[src/logic/tomasulo_pkg.sv]
// Tomasulo architectural definitions
`default_nettype none

package tomasulo_pkg;

	// Datapath
	localparam int data_width = 32; // Operand and result width

	// Producer tags
	localparam int tag_width = 2; // Enough for three stations plus none
	localparam logic [tag_width-1:0] tag_none = 2'd0; // Operand already valid
	localparam logic [tag_width-1:0] add1_tag = 2'd1; // First add station
	localparam logic [tag_width-1:0] add2_tag = 2'd2; // Second add station
	localparam logic [tag_width-1:0] mul1_tag = 2'd3; // Multiply station

	// Station count, tags run 1..num_stations
	localparam int num_stations = 3;

	// Operations the stations understand
	typedef enum logic [1:0] {
		op_add = 2'd0, // Vj + Vk
		op_sub = 2'd1, // Vj - Vk
		op_mul = 2'd2 // Low word of Vj * Vk
	} opcode_e;

endpackage

`default_nettype wire

[src/logic/rs_ctrl_pkg.sv]
// Reservation station control definitions
`default_nettype none

package rs_ctrl_pkg;

	// Station life cycle
	typedef enum logic [1:0] {
		st_idle = 2'd0, // Free for issue
		st_wait = 2'd1, // Snooping CDB for operands
		st_exec = 2'd2, // Functional unit running
		st_bcast = 2'd3 // Result held until granted
	} station_state_e;

	// Execution latencies in cycles
	localparam int lat_add = 2; // Adder
	localparam int lat_mul = 10; // Multiplier

	// Down-counter width, must hold the largest latency
	localparam int timer_width = 4;

endpackage

`default_nettype wire

[src/logic/station_ctrl.sv]
// Reservation station sequencer
`timescale 1ns/1ps
`default_nettype none

module station_ctrl (
	input wire logic clk,
	input wire logic reset,
	input wire logic issue_hit, // Issue addressed to this station
	input wire logic operands_ready, // Both source tags clear
	input wire logic timer_done, // Functional unit finished
	input wire logic grant, // CDB slot won
	output rs_ctrl_pkg::station_state_e state,
	output logic start_timer, // Pulse on entering exec
	output logic load_result, // Pulse to register the result
	output logic result_ready, // Request for the CDB
	output logic busy // Station occupied
);

	rs_ctrl_pkg::station_state_e state_q;
	rs_ctrl_pkg::station_state_e state_d;

	// Next state
	always_comb begin
		state_d = state_q; // Hold by default
		unique case (state_q)
			rs_ctrl_pkg::st_idle: begin
				if (issue_hit) begin
					state_d = rs_ctrl_pkg::st_wait; // Operands latched this edge
				end
			end
			rs_ctrl_pkg::st_wait: begin
				if (operands_ready) begin
					state_d = rs_ctrl_pkg::st_exec; // Timer starts with it
				end
			end
			rs_ctrl_pkg::st_exec: begin
				if (timer_done) begin
					state_d = rs_ctrl_pkg::st_bcast; // Result captured now
				end
			end
			rs_ctrl_pkg::st_bcast: begin
				if (grant) begin
					state_d = rs_ctrl_pkg::st_idle; // Result went out on CDB
				end
			end
			default: state_d = rs_ctrl_pkg::st_idle;
		endcase
	end

	always_ff @(posedge clk) begin
		if (reset) begin
			state_q <= rs_ctrl_pkg::st_idle;
		end else begin
			state_q <= state_d;
		end
	end

	// Outputs decoded from the current state
	assign state = state_q;
	assign start_timer = (state_q == rs_ctrl_pkg::st_wait) && operands_ready;
	assign load_result = (state_q == rs_ctrl_pkg::st_exec) && timer_done;
	assign result_ready = (state_q == rs_ctrl_pkg::st_bcast);
	assign busy = (state_q != rs_ctrl_pkg::st_idle); // Includes the grant cycle

endmodule

`default_nettype wire

[src/logic/exec_timer.sv]
// Functional unit latency timer
`timescale 1ns/1ps
`default_nettype none

module exec_timer #(
	parameter int latency = rs_ctrl_pkg::lat_add // Cycles from start to done
) (
	input wire logic clk,
	input wire logic reset,
	input wire logic start, // Load and begin counting
	output logic done // One-cycle pulse at zero
);

	logic [rs_ctrl_pkg::timer_width-1:0] count_q;
	logic active_q; // Counting in progress

	always_ff @(posedge clk) begin
		if (reset) begin
			count_q <= '0;
			active_q <= 1'b0;
		end else if (start) begin
			count_q <= rs_ctrl_pkg::timer_width'(latency);
			active_q <= 1'b1;
		end else if (active_q) begin
			if (count_q == '0) begin
				active_q <= 1'b0; // Done already seen, go quiet
			end else begin
				count_q <= count_q - 1'b1;
			end
		end
	end

	// Only once per start, active drops right after
	assign done = active_q && (count_q == '0);

endmodule

`default_nettype wire

[src/logic/operand_capture.sv]
// Source operand register with CDB snoop
`timescale 1ns/1ps
`default_nettype none

module operand_capture (
	input wire logic clk,
	input wire logic reset,
	input wire logic load, // Issue into this station
	input wire logic [tomasulo_pkg::data_width-1:0] src_value, // Vj or Vk
	input wire logic [tomasulo_pkg::tag_width-1:0] src_tag, // Qj or Qk
	input wire logic cdb_valid,
	input wire logic [tomasulo_pkg::tag_width-1:0] cdb_tag,
	input wire logic [tomasulo_pkg::data_width-1:0] cdb_value,
	output logic [tomasulo_pkg::data_width-1:0] value,
	output logic ready // Tag clear, value usable
);

	logic [tomasulo_pkg::data_width-1:0] value_q;
	logic [tomasulo_pkg::tag_width-1:0] tag_q;
	logic issue_fwd; // Producer broadcasting in the issue cycle
	logic snoop_hit; // Producer broadcasting while waiting

	assign issue_fwd = cdb_valid && (src_tag != tomasulo_pkg::tag_none) && (cdb_tag == src_tag);
	assign snoop_hit = cdb_valid && (tag_q != tomasulo_pkg::tag_none) && (cdb_tag == tag_q);

	// Tag is control state
	always_ff @(posedge clk) begin
		if (reset) begin
			tag_q <= tomasulo_pkg::tag_none;
		end else if (load) begin
			tag_q <= issue_fwd ? tomasulo_pkg::tag_none : src_tag;
		end else if (snoop_hit) begin
			tag_q <= tomasulo_pkg::tag_none; // Producer delivered
		end
	end

	// Payload
	always_ff @(posedge clk) begin
		if (load) begin
			value_q <= issue_fwd ? cdb_value : src_value;
		end else if (snoop_hit) begin
			value_q <= cdb_value;
		end
	end

	assign value = value_q;
	assign ready = (tag_q == tomasulo_pkg::tag_none);

endmodule

`default_nettype wire

[src/logic/reservation_station.sv]
// Reservation station with its functional unit
`timescale 1ns/1ps
`default_nettype none

module reservation_station #(
	parameter logic [tomasulo_pkg::tag_width-1:0] station_tag = tomasulo_pkg::add1_tag,
	parameter int latency = rs_ctrl_pkg::lat_add, // Functional unit cycles
	parameter bit is_mul = 1'b0 // Multiplier instead of adder
) (
	input wire logic clk,
	input wire logic reset,
	input wire logic issue_valid,
	input wire logic [tomasulo_pkg::tag_width-1:0] issue_station, // Target station
	input wire tomasulo_pkg::opcode_e issue_op,
	input wire logic [tomasulo_pkg::data_width-1:0] issue_vj,
	input wire logic [tomasulo_pkg::data_width-1:0] issue_vk,
	input wire logic [tomasulo_pkg::tag_width-1:0] issue_qj,
	input wire logic [tomasulo_pkg::tag_width-1:0] issue_qk,
	input wire logic cdb_valid,
	input wire logic [tomasulo_pkg::tag_width-1:0] cdb_tag,
	input wire logic [tomasulo_pkg::data_width-1:0] cdb_value,
	input wire logic grant, // From CDB arbiter
	output logic busy,
	output logic result_ready, // Requesting the CDB
	output logic [tomasulo_pkg::data_width-1:0] result_value
);

	rs_ctrl_pkg::station_state_e state;
	tomasulo_pkg::opcode_e op_q; // Held opcode
	logic issue_hit;
	logic vj_ready, vk_ready;
	logic [tomasulo_pkg::data_width-1:0] vj_value, vk_value;
	logic start_timer, timer_done, load_result;
	logic [tomasulo_pkg::data_width-1:0] fu_result; // Functional unit output
	logic [tomasulo_pkg::data_width-1:0] result_q;

	// Only an idle station takes an issue
	assign issue_hit = issue_valid && (issue_station == station_tag) &&
		(state == rs_ctrl_pkg::st_idle);

	always_ff @(posedge clk) begin
		if (issue_hit) begin
			op_q <= issue_op;
		end
	end

	operand_capture u_vj (
		.clk(clk), .reset(reset), .load(issue_hit),
		.src_value(issue_vj), .src_tag(issue_qj),
		.cdb_valid(cdb_valid), .cdb_tag(cdb_tag), .cdb_value(cdb_value),
		.value(vj_value), .ready(vj_ready)
	);

	operand_capture u_vk (
		.clk(clk), .reset(reset), .load(issue_hit),
		.src_value(issue_vk), .src_tag(issue_qk),
		.cdb_valid(cdb_valid), .cdb_tag(cdb_tag), .cdb_value(cdb_value),
		.value(vk_value), .ready(vk_ready)
	);

	station_ctrl u_ctrl (
		.clk(clk), .reset(reset), .issue_hit(issue_hit),
		.operands_ready(vj_ready && vk_ready), .timer_done(timer_done), .grant(grant),
		.state(state), .start_timer(start_timer), .load_result(load_result),
		.result_ready(result_ready), .busy(busy)
	);

	exec_timer #(.latency(latency)) u_timer (
		.clk(clk), .reset(reset), .start(start_timer), .done(timer_done)
	);

	// Functional unit, settles while the timer runs
	generate
		if (is_mul) begin : g_mul
			assign fu_result = (op_q == tomasulo_pkg::op_mul) ? vj_value * vk_value : '0; // Low word
		end else begin : g_add
			always_comb begin
				unique case (op_q)
					tomasulo_pkg::op_sub: fu_result = vj_value - vk_value;
					default: fu_result = vj_value + vk_value; // op_add
				endcase
			end
		end
	endgenerate

	// Stays put while waiting for grant
	always_ff @(posedge clk) begin
		if (load_result) begin
			result_q <= fu_result;
		end
	end

	assign result_value = result_q;

endmodule

`default_nettype wire

[src/logic/cdb_arbiter.sv]
// Common data bus arbiter
`timescale 1ns/1ps
`default_nettype none

module cdb_arbiter (
	input wire logic [tomasulo_pkg::num_stations-1:0] result_ready, // Index 0 is tag 1
	input wire logic [tomasulo_pkg::num_stations-1:0][tomasulo_pkg::data_width-1:0] result_value,
	output logic [tomasulo_pkg::num_stations-1:0] grant, // One-hot or zero
	output logic cdb_valid,
	output logic [tomasulo_pkg::tag_width-1:0] cdb_tag,
	output logic [tomasulo_pkg::data_width-1:0] cdb_value
);

	// Lowest tag wins, same cycle grant and bus
	always_comb begin
		logic found;
		found = 1'b0;
		grant = '0;
		cdb_tag = tomasulo_pkg::tag_none; // Idle bus carries no tag
		cdb_value = '0;
		for (int i = 0; i < tomasulo_pkg::num_stations; i++) begin
			if (result_ready[i] && !found) begin
				found = 1'b1;
				grant[i] = 1'b1;
				cdb_tag = tomasulo_pkg::tag_width'(i + 1); // Station index to tag
				cdb_value = result_value[i];
			end
		end
		cdb_valid = found;
	end

endmodule

`default_nettype wire

[src/logic/rs_top.sv]
// Reservation stations and common data bus
`timescale 1ns/1ps
`default_nettype none

module rs_top (
	input wire logic clk,
	input wire logic reset,
	input wire logic issue_valid,
	input wire logic [tomasulo_pkg::tag_width-1:0] issue_station,
	input wire tomasulo_pkg::opcode_e issue_op,
	input wire logic [tomasulo_pkg::data_width-1:0] issue_vj,
	input wire logic [tomasulo_pkg::data_width-1:0] issue_vk,
	input wire logic [tomasulo_pkg::tag_width-1:0] issue_qj,
	input wire logic [tomasulo_pkg::tag_width-1:0] issue_qk,
	output logic [tomasulo_pkg::num_stations-1:0] busy, // Bit 0 is ADD1
	output logic cdb_valid,
	output logic [tomasulo_pkg::tag_width-1:0] cdb_tag,
	output logic [tomasulo_pkg::data_width-1:0] cdb_value
);

	logic [tomasulo_pkg::num_stations-1:0] result_ready;
	logic [tomasulo_pkg::num_stations-1:0][tomasulo_pkg::data_width-1:0] result_value;
	logic [tomasulo_pkg::num_stations-1:0] grant;

	reservation_station #(
		.station_tag(tomasulo_pkg::add1_tag), .latency(rs_ctrl_pkg::lat_add), .is_mul(1'b0)
	) u_add1 (
		.clk(clk), .reset(reset), .issue_valid(issue_valid), .issue_station(issue_station),
		.issue_op(issue_op), .issue_vj(issue_vj), .issue_vk(issue_vk),
		.issue_qj(issue_qj), .issue_qk(issue_qk),
		.cdb_valid(cdb_valid), .cdb_tag(cdb_tag), .cdb_value(cdb_value), .grant(grant[0]),
		.busy(busy[0]), .result_ready(result_ready[0]), .result_value(result_value[0])
	);

	reservation_station #(
		.station_tag(tomasulo_pkg::add2_tag), .latency(rs_ctrl_pkg::lat_add), .is_mul(1'b0)
	) u_add2 (
		.clk(clk), .reset(reset), .issue_valid(issue_valid), .issue_station(issue_station),
		.issue_op(issue_op), .issue_vj(issue_vj), .issue_vk(issue_vk),
		.issue_qj(issue_qj), .issue_qk(issue_qk),
		.cdb_valid(cdb_valid), .cdb_tag(cdb_tag), .cdb_value(cdb_value), .grant(grant[1]),
		.busy(busy[1]), .result_ready(result_ready[1]), .result_value(result_value[1])
	);

	reservation_station #(
		.station_tag(tomasulo_pkg::mul1_tag), .latency(rs_ctrl_pkg::lat_mul), .is_mul(1'b1)
	) u_mul1 (
		.clk(clk), .reset(reset), .issue_valid(issue_valid), .issue_station(issue_station),
		.issue_op(issue_op), .issue_vj(issue_vj), .issue_vk(issue_vk),
		.issue_qj(issue_qj), .issue_qk(issue_qk),
		.cdb_valid(cdb_valid), .cdb_tag(cdb_tag), .cdb_value(cdb_value), .grant(grant[2]),
		.busy(busy[2]), .result_ready(result_ready[2]), .result_value(result_value[2])
	);

	// Single result bus shared by all stations
	cdb_arbiter u_arb (
		.result_ready(result_ready),
		.result_value(result_value),
		.grant(grant),
		.cdb_valid(cdb_valid),
		.cdb_tag(cdb_tag),
		.cdb_value(cdb_value)
	);

endmodule

`default_nettype wire

[config.mk]
export PLATFORM = sky130hd
export DESIGN_NAME = rs_top
export DESIGN_NICKNAME = d
export VERILOG_FILES = /design/src/logic/tomasulo_pkg.sv /design/src/logic/rs_ctrl_pkg.sv /design/src/logic/station_ctrl.sv /design/src/logic/exec_timer.sv /design/src/logic/operand_capture.sv /design/src/logic/reservation_station.sv /design/src/logic/cdb_arbiter.sv /design/src/logic/rs_top.sv
export SDC_FILE = /design/constraint.sdc
export NUM_CORES = 2
export LEC_CHECK = 0
export BUFFER_PORTS_ARGS = -buffer_cell sky130_fd_sc_hd__buf_2
export CORE_ASPECT_RATIO = 0.9
export CORE_MARGIN = 5
export CORE_UTILIZATION = 65
export DETAILED_ROUTE_END_ITERATION = 6
export PLACE_DENSITY = 0.85
export REMOVE_ABC_BUFFERS = 1
export SETUP_SLACK_MARGIN = 0.1
export SLEW_MARGIN = 25
export SYNTH_ARGS = -nofsm -noshare
export SYNTH_HDL_FRONTEND = slang
export SYNTH_SLANG_ARGS = --single-unit
[constraint.sdc]
create_clock -name clk -period 10.04 [get_ports clk]
set_clock_uncertainty 0.15 [all_clocks]
set_input_delay 2.008 -clock clk [delete_from_list [all_inputs] [get_ports clk]]
set_output_delay 2.008 -clock clk [all_outputs]
set_load 0.05 [all_outputs]
# Word level (Yosys, flattened, before mapping)

Index checks and enable logic that the tools add are counted.

Input port bits: 75
Flip-flop bits (word level): 327
Logic and storage cells: 235
Output and inout bits: 38

Equal/unequal tests: 38
Reduce and logical (&&, ||, !) cells: 82
$mul: 1
$add $sub $neg: 7
Bitwise gates (word level): 3
Muxes and demuxes: 74

Operators with widths:

| operator            | count |
|---|---|
| $mux 32             | 19 |
| $mux 2              | 34 |
| $add 32x32->32      | 2 |
| $sub 32x32->32      | 2 |
| $reduce_bool 2->1   | 20 |
| $logic_and 1x1->1   | 36 |
| $mul 32x32->32      | 1 |
| $pmux 2 s4          | 3 |
| $eq 2x2->1 const B  | 9 |
| $logic_not 2->1     | 9 |
| $ne 2x1->1 const B  | 9 |
| $eq 2x2->1          | 8 |
| $mux 1              | 15 |
| $eq 2x1->1 const B  | 6 |
| $logic_not 4->1     | 3 |
| $mux 4              | 3 |
| $ne 2x2->1 const B  | 6 |
| $reduce_and 2->1    | 6 |
| $reduce_and 4->1    | 3 |
| $sub 4x1->4 const B | 3 |
| $reduce_or 2->1     | 3 |
| $not 1->1           | 3 |
| $logic_not 1->1     | 2 |

# Depth between registers and ports, before layout

Depth in word-level cells: 12
Depth in mapped cells: 27
Depth with buffers taken out: 25

# Hierarchy

A second synthesis with hierarchy kept.

Cells, all modules: 3346
Area, all modules: 36042.1 µm²

By module, submodules not included:

| module                           | area each (µm²) | times used | seq. area each (µm²) | cells an instance |
|---|---|---|---|---|
| reservation_station at u_mul1    | 17030.1         | 1          | 1021.0               | 1787 |
| operand_capture                  | 1650.3          | 6          | 1001.0               | 89 |
| reservation_station at u_add2    | 3475.8          | 1          | 1021.0               | 385 |
| reservation_station at u_add1    | 3265.6          | 1          | 1021.0               | 346 |
| cdb_arbiter                      | 1041.0          | 1          | 0.0                  | 154 |
| station_ctrl                     | 191.4           | 3          | 40.0                 | 21 |
| exec_timer at u_add1.u_timer ... | 241.5           | 2          | 100.1                | 24 |
| exec_timer at u_mul1.u_timer     | 270.3           | 1          | 100.1                | 29 |

# Least setup slack after synthesis

OpenSTA, ideal clock, no wires.

Path type: flip-flop to flip-flop
From: register u_mul1.u_vk.value_q, in the netlist u_mul1.u_vk.value[5]
To: register u_mul1.result_q, in the netlist u_mul1.result_value[30], data pin
Stages on the path, launching flop included: 25
Setup slack: 2.828 ns
Setup time: 0.266 ns
Data required time: 9.624 ns
Period minus slack after synthesis: 7.212 ns
Arrival time: 6.796 ns
Buffers on the path: 1
Cells stage by stage: edfxtp_1 clkbuf_1 and2_1 fa_1 fa_1 fa_1 inv_1 fa_1 inv_1 fa_1 inv_1 fa_1 inv_1 fa_1 fa_1 ha_1 a21o_1 a221o_1 a21o_1 a221oi_1 a21boi_1 o21bai_1 o41ai_2 xor2_1 nor2_1

Word-level cells in the longest chain between the ends: 1

RTL lines:

| element                | line                      | text |
|---|---|---|
| from (decl)            | operand_capture.sv:18     | `logic [tomasulo_pkg::data_width-1:0] value_q;` |
| from (signal assigned) | operand_capture.sv:40     | `value_q <= issue_fwd ? cdb_value : src_value;` |
| from (signal assigned) | operand_capture.sv:42     | `value_q <= cdb_value;` |
| $mul 32x32->32         | reservation_station.sv:75 | `assign fu_result = (op_q == tomasulo_pkg::op_mul) ? vj_value * vk_value : '0;` |
| to (signal assigned)   | reservation_station.sv:89 | `result_q <= fu_result;` |
| to (decl)              | reservation_station.sv:35 | `logic [tomasulo_pkg::data_width-1:0] result_q;` |

Every way passes these cells.
A chain may end at the register's enable or synchronous reset.

# Worst setup path in the final report

From: register u_mul1.u_vk.value_q, in the netlist u_mul1.u_vk.value[2]
To: register u_mul1.result_q, in the netlist u_mul1.result_value[30], data pin

Same word-level chain as after synthesis.

==> metrics.yaml <==
finalNetCount: 4177
period_needed_ps: 8340
cts_resized: 0
status: "complete, no violations"
syn_area_um2: 33300
grt_max_degree: 67
clock_tree.buffer_depth: 3
drtIter0Drc: 3095
rows: 78
finalMaxSlewViolations: 0
cts_hold_buf: 0
place.gp.congestion: 1.01
syn_to_final_growth_pct: 6.88
fmax_mhz: 120
antenna_found_initial: 5
fin_cells: 4194
reg2reg_from: "u_mul1.u_vk.value[2]"
r2r_end: "u_mul1.result_value[30]"
drt_pass1_iterations: 7
wl_um: 86800
die-area_um2: 55900
cts_buffers: 35
worstSetupEndpointType: "flop"
fin_tns_setup_ps: 0
multi_input_area_um2: 21500
r2r_cells: 23
nFillCells: 3644
hold_end: "u_add2.u_timer.count_q[3]"
cp_cell_sequence: "and2_1 -> fa_1 -> inv_1 -> fa_1 -> fa_1 -> fa_1 -> inv_1 -> fa_1 -> inv_1 -> fa_1 -> inv_1 -> fa_1 -> fa_1 -> ha_1 -> and3_1 -> a221o_1 -> a21o_1 -> a221oi_1 -> a21boi_1 -> o21bai_1 -> o41ai_2 -> xor2_1 -> nor2_1"
clk-insertion-delay-late_ps: 540
grt_pass1_vias: 25500
dp.cells: 4129
io_buffers: 112
ys_seq_area_share_pct: 28.5
max_stage_delay_ps: 800
grt_pass1_wl_um: 140000
grt.overflow.total: 0
avgSynthCellArea_um2: 9.60
synth_warnings: 0
place_ws_ps: 1860
start_util_pct: 65.9
hold-worst-slack_ps: 398
min-delay-start: "u_add2.u_timer.count_q[3]"
worstPathRequired_ps: 10140
synth-edff-count: 294
synth_ff_type: "edfxtp_1"
drc_errors: 0
cts-root-buf: "clkbuf_16"
worst_pin_slew_ps: 1170
timing.critical_path.mode_cell: "fa_1"
setup_violations: 0
io_pins: 113
critPathKind: "flop to flop"
hold_depth: 2
ff_latch_area_um2: 9490
synthesis.instances: 3468
synth_cell_types: 77
hold_class: "flop to flop"
num_vias: 25300
place_hpwl_um: 66600
dieWidth_um: 249
post-cts-setup-buffers: 0
rsz0062_at_grt: "no"
ant_nets: 0
viasPerCell: 6.02
grtUsageTotal_pct: 31.2
dieHeight_um: 225
crit_slowest_cell: "edfxtp_1"
hold_violations: 0
h-tree-depth: 2
core_um2: 50600
ys_seq_elements: 327
period_share_pct: 83.0
cts_tree: "built"
max_cap_viol_count: 0
r2r_slack_ps: 1700
path_max_fanout: 30
cp.arrival_ps: 8440
max-slew-margin-rel_pct: 21.6
cts.sinks: 327
worst_slack_ps: 1700
synthArstFlopShare_pct: 0
path_clk_slew_ps: 70
routedWlPerCell_um: 20.7
worstSetupStartpointType: "flop"
drive_gt1_share_pct: 6.66
layout make-up:
cell class | instances | share of cell area (%)
Antenna cell | 1 | 0.00703
Clock buffer | 46 | 2.82
Clock inverter | 18 | 0.453
Inverter | 478 | 5.04
Multi-Input combinational cell | 2498 | 60.3
Sequential cell | 327 | 26.7
Tap cell | 680 | 2.39
Timing Repair Buffer | 146 | 2.39
cells in the final DEF, fill, tap and decap left out, types with 6 or more instances in the layout:
master and n:
o21ai_0 245, o21a_1 12, clkbuf_1 7, nand3_1 12, xor2_1 64, nor3_1 35
a31oi_1 16, nand2b_1 13, mux2i_1 10, nand2_1 497, o211ai_1 6, or3_1 10
ha_1 205, a21oi_1 117, o21bai_1 7, and2_1 298, edfxtp_1 294, nor2_4 7
fa_1 410, a21o_1 38, nand4_1 6, a221o_1 6, a211oi_1 14, nor2b_1 12
dfxtp_1 33, nor4_1 9, buf_4 31, nor2_1 156, xnor2_1 142, buf_2 112
and3_1 11, a22oi_1 44, clkbuf_16 39, inv_1 480, o31ai_1 10
state kept, by name, summed over array words and instances, names as in the netlist, 32 cells and up:
| name | count |
|---|---|
| u_add1.result_value | 32 |
| u_add1.u_vj.value | 32 |
| u_add1.u_vk.value | 32 |
| u_add2.result_value | 32 |
| u_add2.u_vj.value | 32 |
| u_add2.u_vk.value | 32 |
| u_mul1.result_value | 32 |
| u_mul1.u_vj.value | 32 |
| u_mul1.u_vk.value | 32 |
cell families (layout without fill, tap and decap cells):
logic type	Yosys count	count (layout)	share of synthesized area [%]
AND/OR/NAND/NOR	1101	1101	15.9
buffers and inverters	643	688	7.28
adder cells (fa/ha/maj)	616	616	32.4
AO/OA/AOI/OAI	562	562	10.1
flip-flops	327	327	28.5
XOR/XNOR	207	207	5.47
multiplexers	12	12	0.368
other	0	1	0
per-stage QoR:
step,util (%),area [um^2]
floorplan,-,32700
global placement,68.0,34400
detailed placement,68.1,34400
CTS,70.4,35600
global route,70.4,35600
finish,70.4,35600
worst max-delay path by stage:
stage | start | to | depth (start not counted)
2_1_floorplan | u_mul1.u_vk.value[2] | u_mul1.result_value[30] | 23
3_3_place_gp | u_mul1.u_vk.value[5] | u_mul1.result_value[30] | 23
3_5_place_dp | u_mul1.u_vk.value[5] | u_mul1.result_value[30] | 23
4_1_cts | u_mul1.u_vk.value[5] | u_mul1.result_value[30] | 23
5_1_grt | u_mul1.u_vk.value[2] | u_mul1.result_value[30] | 23
6_report | u_mul1.u_vk.value[2] | u_mul1.result_value[30] | 23
layer usage:
layer / vias to the layer above / GRT usage [%] / share of wire (%)
li1: 11200 / - / -
met1: 12200 / 44.1 / 39
met2: 1565 / 49.1 / 45
met3: 245 / 6.44 / 12
met4: 2 / 10.9 / 4.0
met5: - / 0 / 0.0081
worst max-delay path, delay by kind of cell, from the launching register on:
family | cells | cell delay (ps)
buffers and inverters | 4 | 210
adder cells (fa/ha/maj) | 9 | 4350
AO/OA/AOI/OAI | 6 | 1760
XOR/XNOR | 1 | 180
flip-flops | 1 | 800
AND/OR/NAND/NOR | 3 | 600
synthesized netlist by cell type (all sizes together) (7+ instances only):
cell	count	area share, %
nand2	499	5.7
inv	478	5.4
fa	410	25
and2	298	5.6
edfxtp	294	27
o21ai	250	3.8
ha	206	7.7
nor2	164	1.9
clkbuf	150	1.7
xnor2	143	3.8
a21oi	118	1.8
xor2	64	1.7
a22oi	44	0.99
a21o	38	0.86
nor3	37	0.60
dfxtp	33	2.0
a31oi	17	0.34
buf	15	0.20
nand2b	15	0.30
a211oi	14	0.32
nor2b	13	0.24
nand3	12	0.18
nor4	12	0.33
o21a	12	0.27
and3	11	0.21
o31ai	11	0.26
or3	11	0.22
mux2i	10	0.30
o21bai	7	0.16
Power is not shown: default switching activity piles up to over one toggle a cycle in this logic, so the estimate is an artifact.
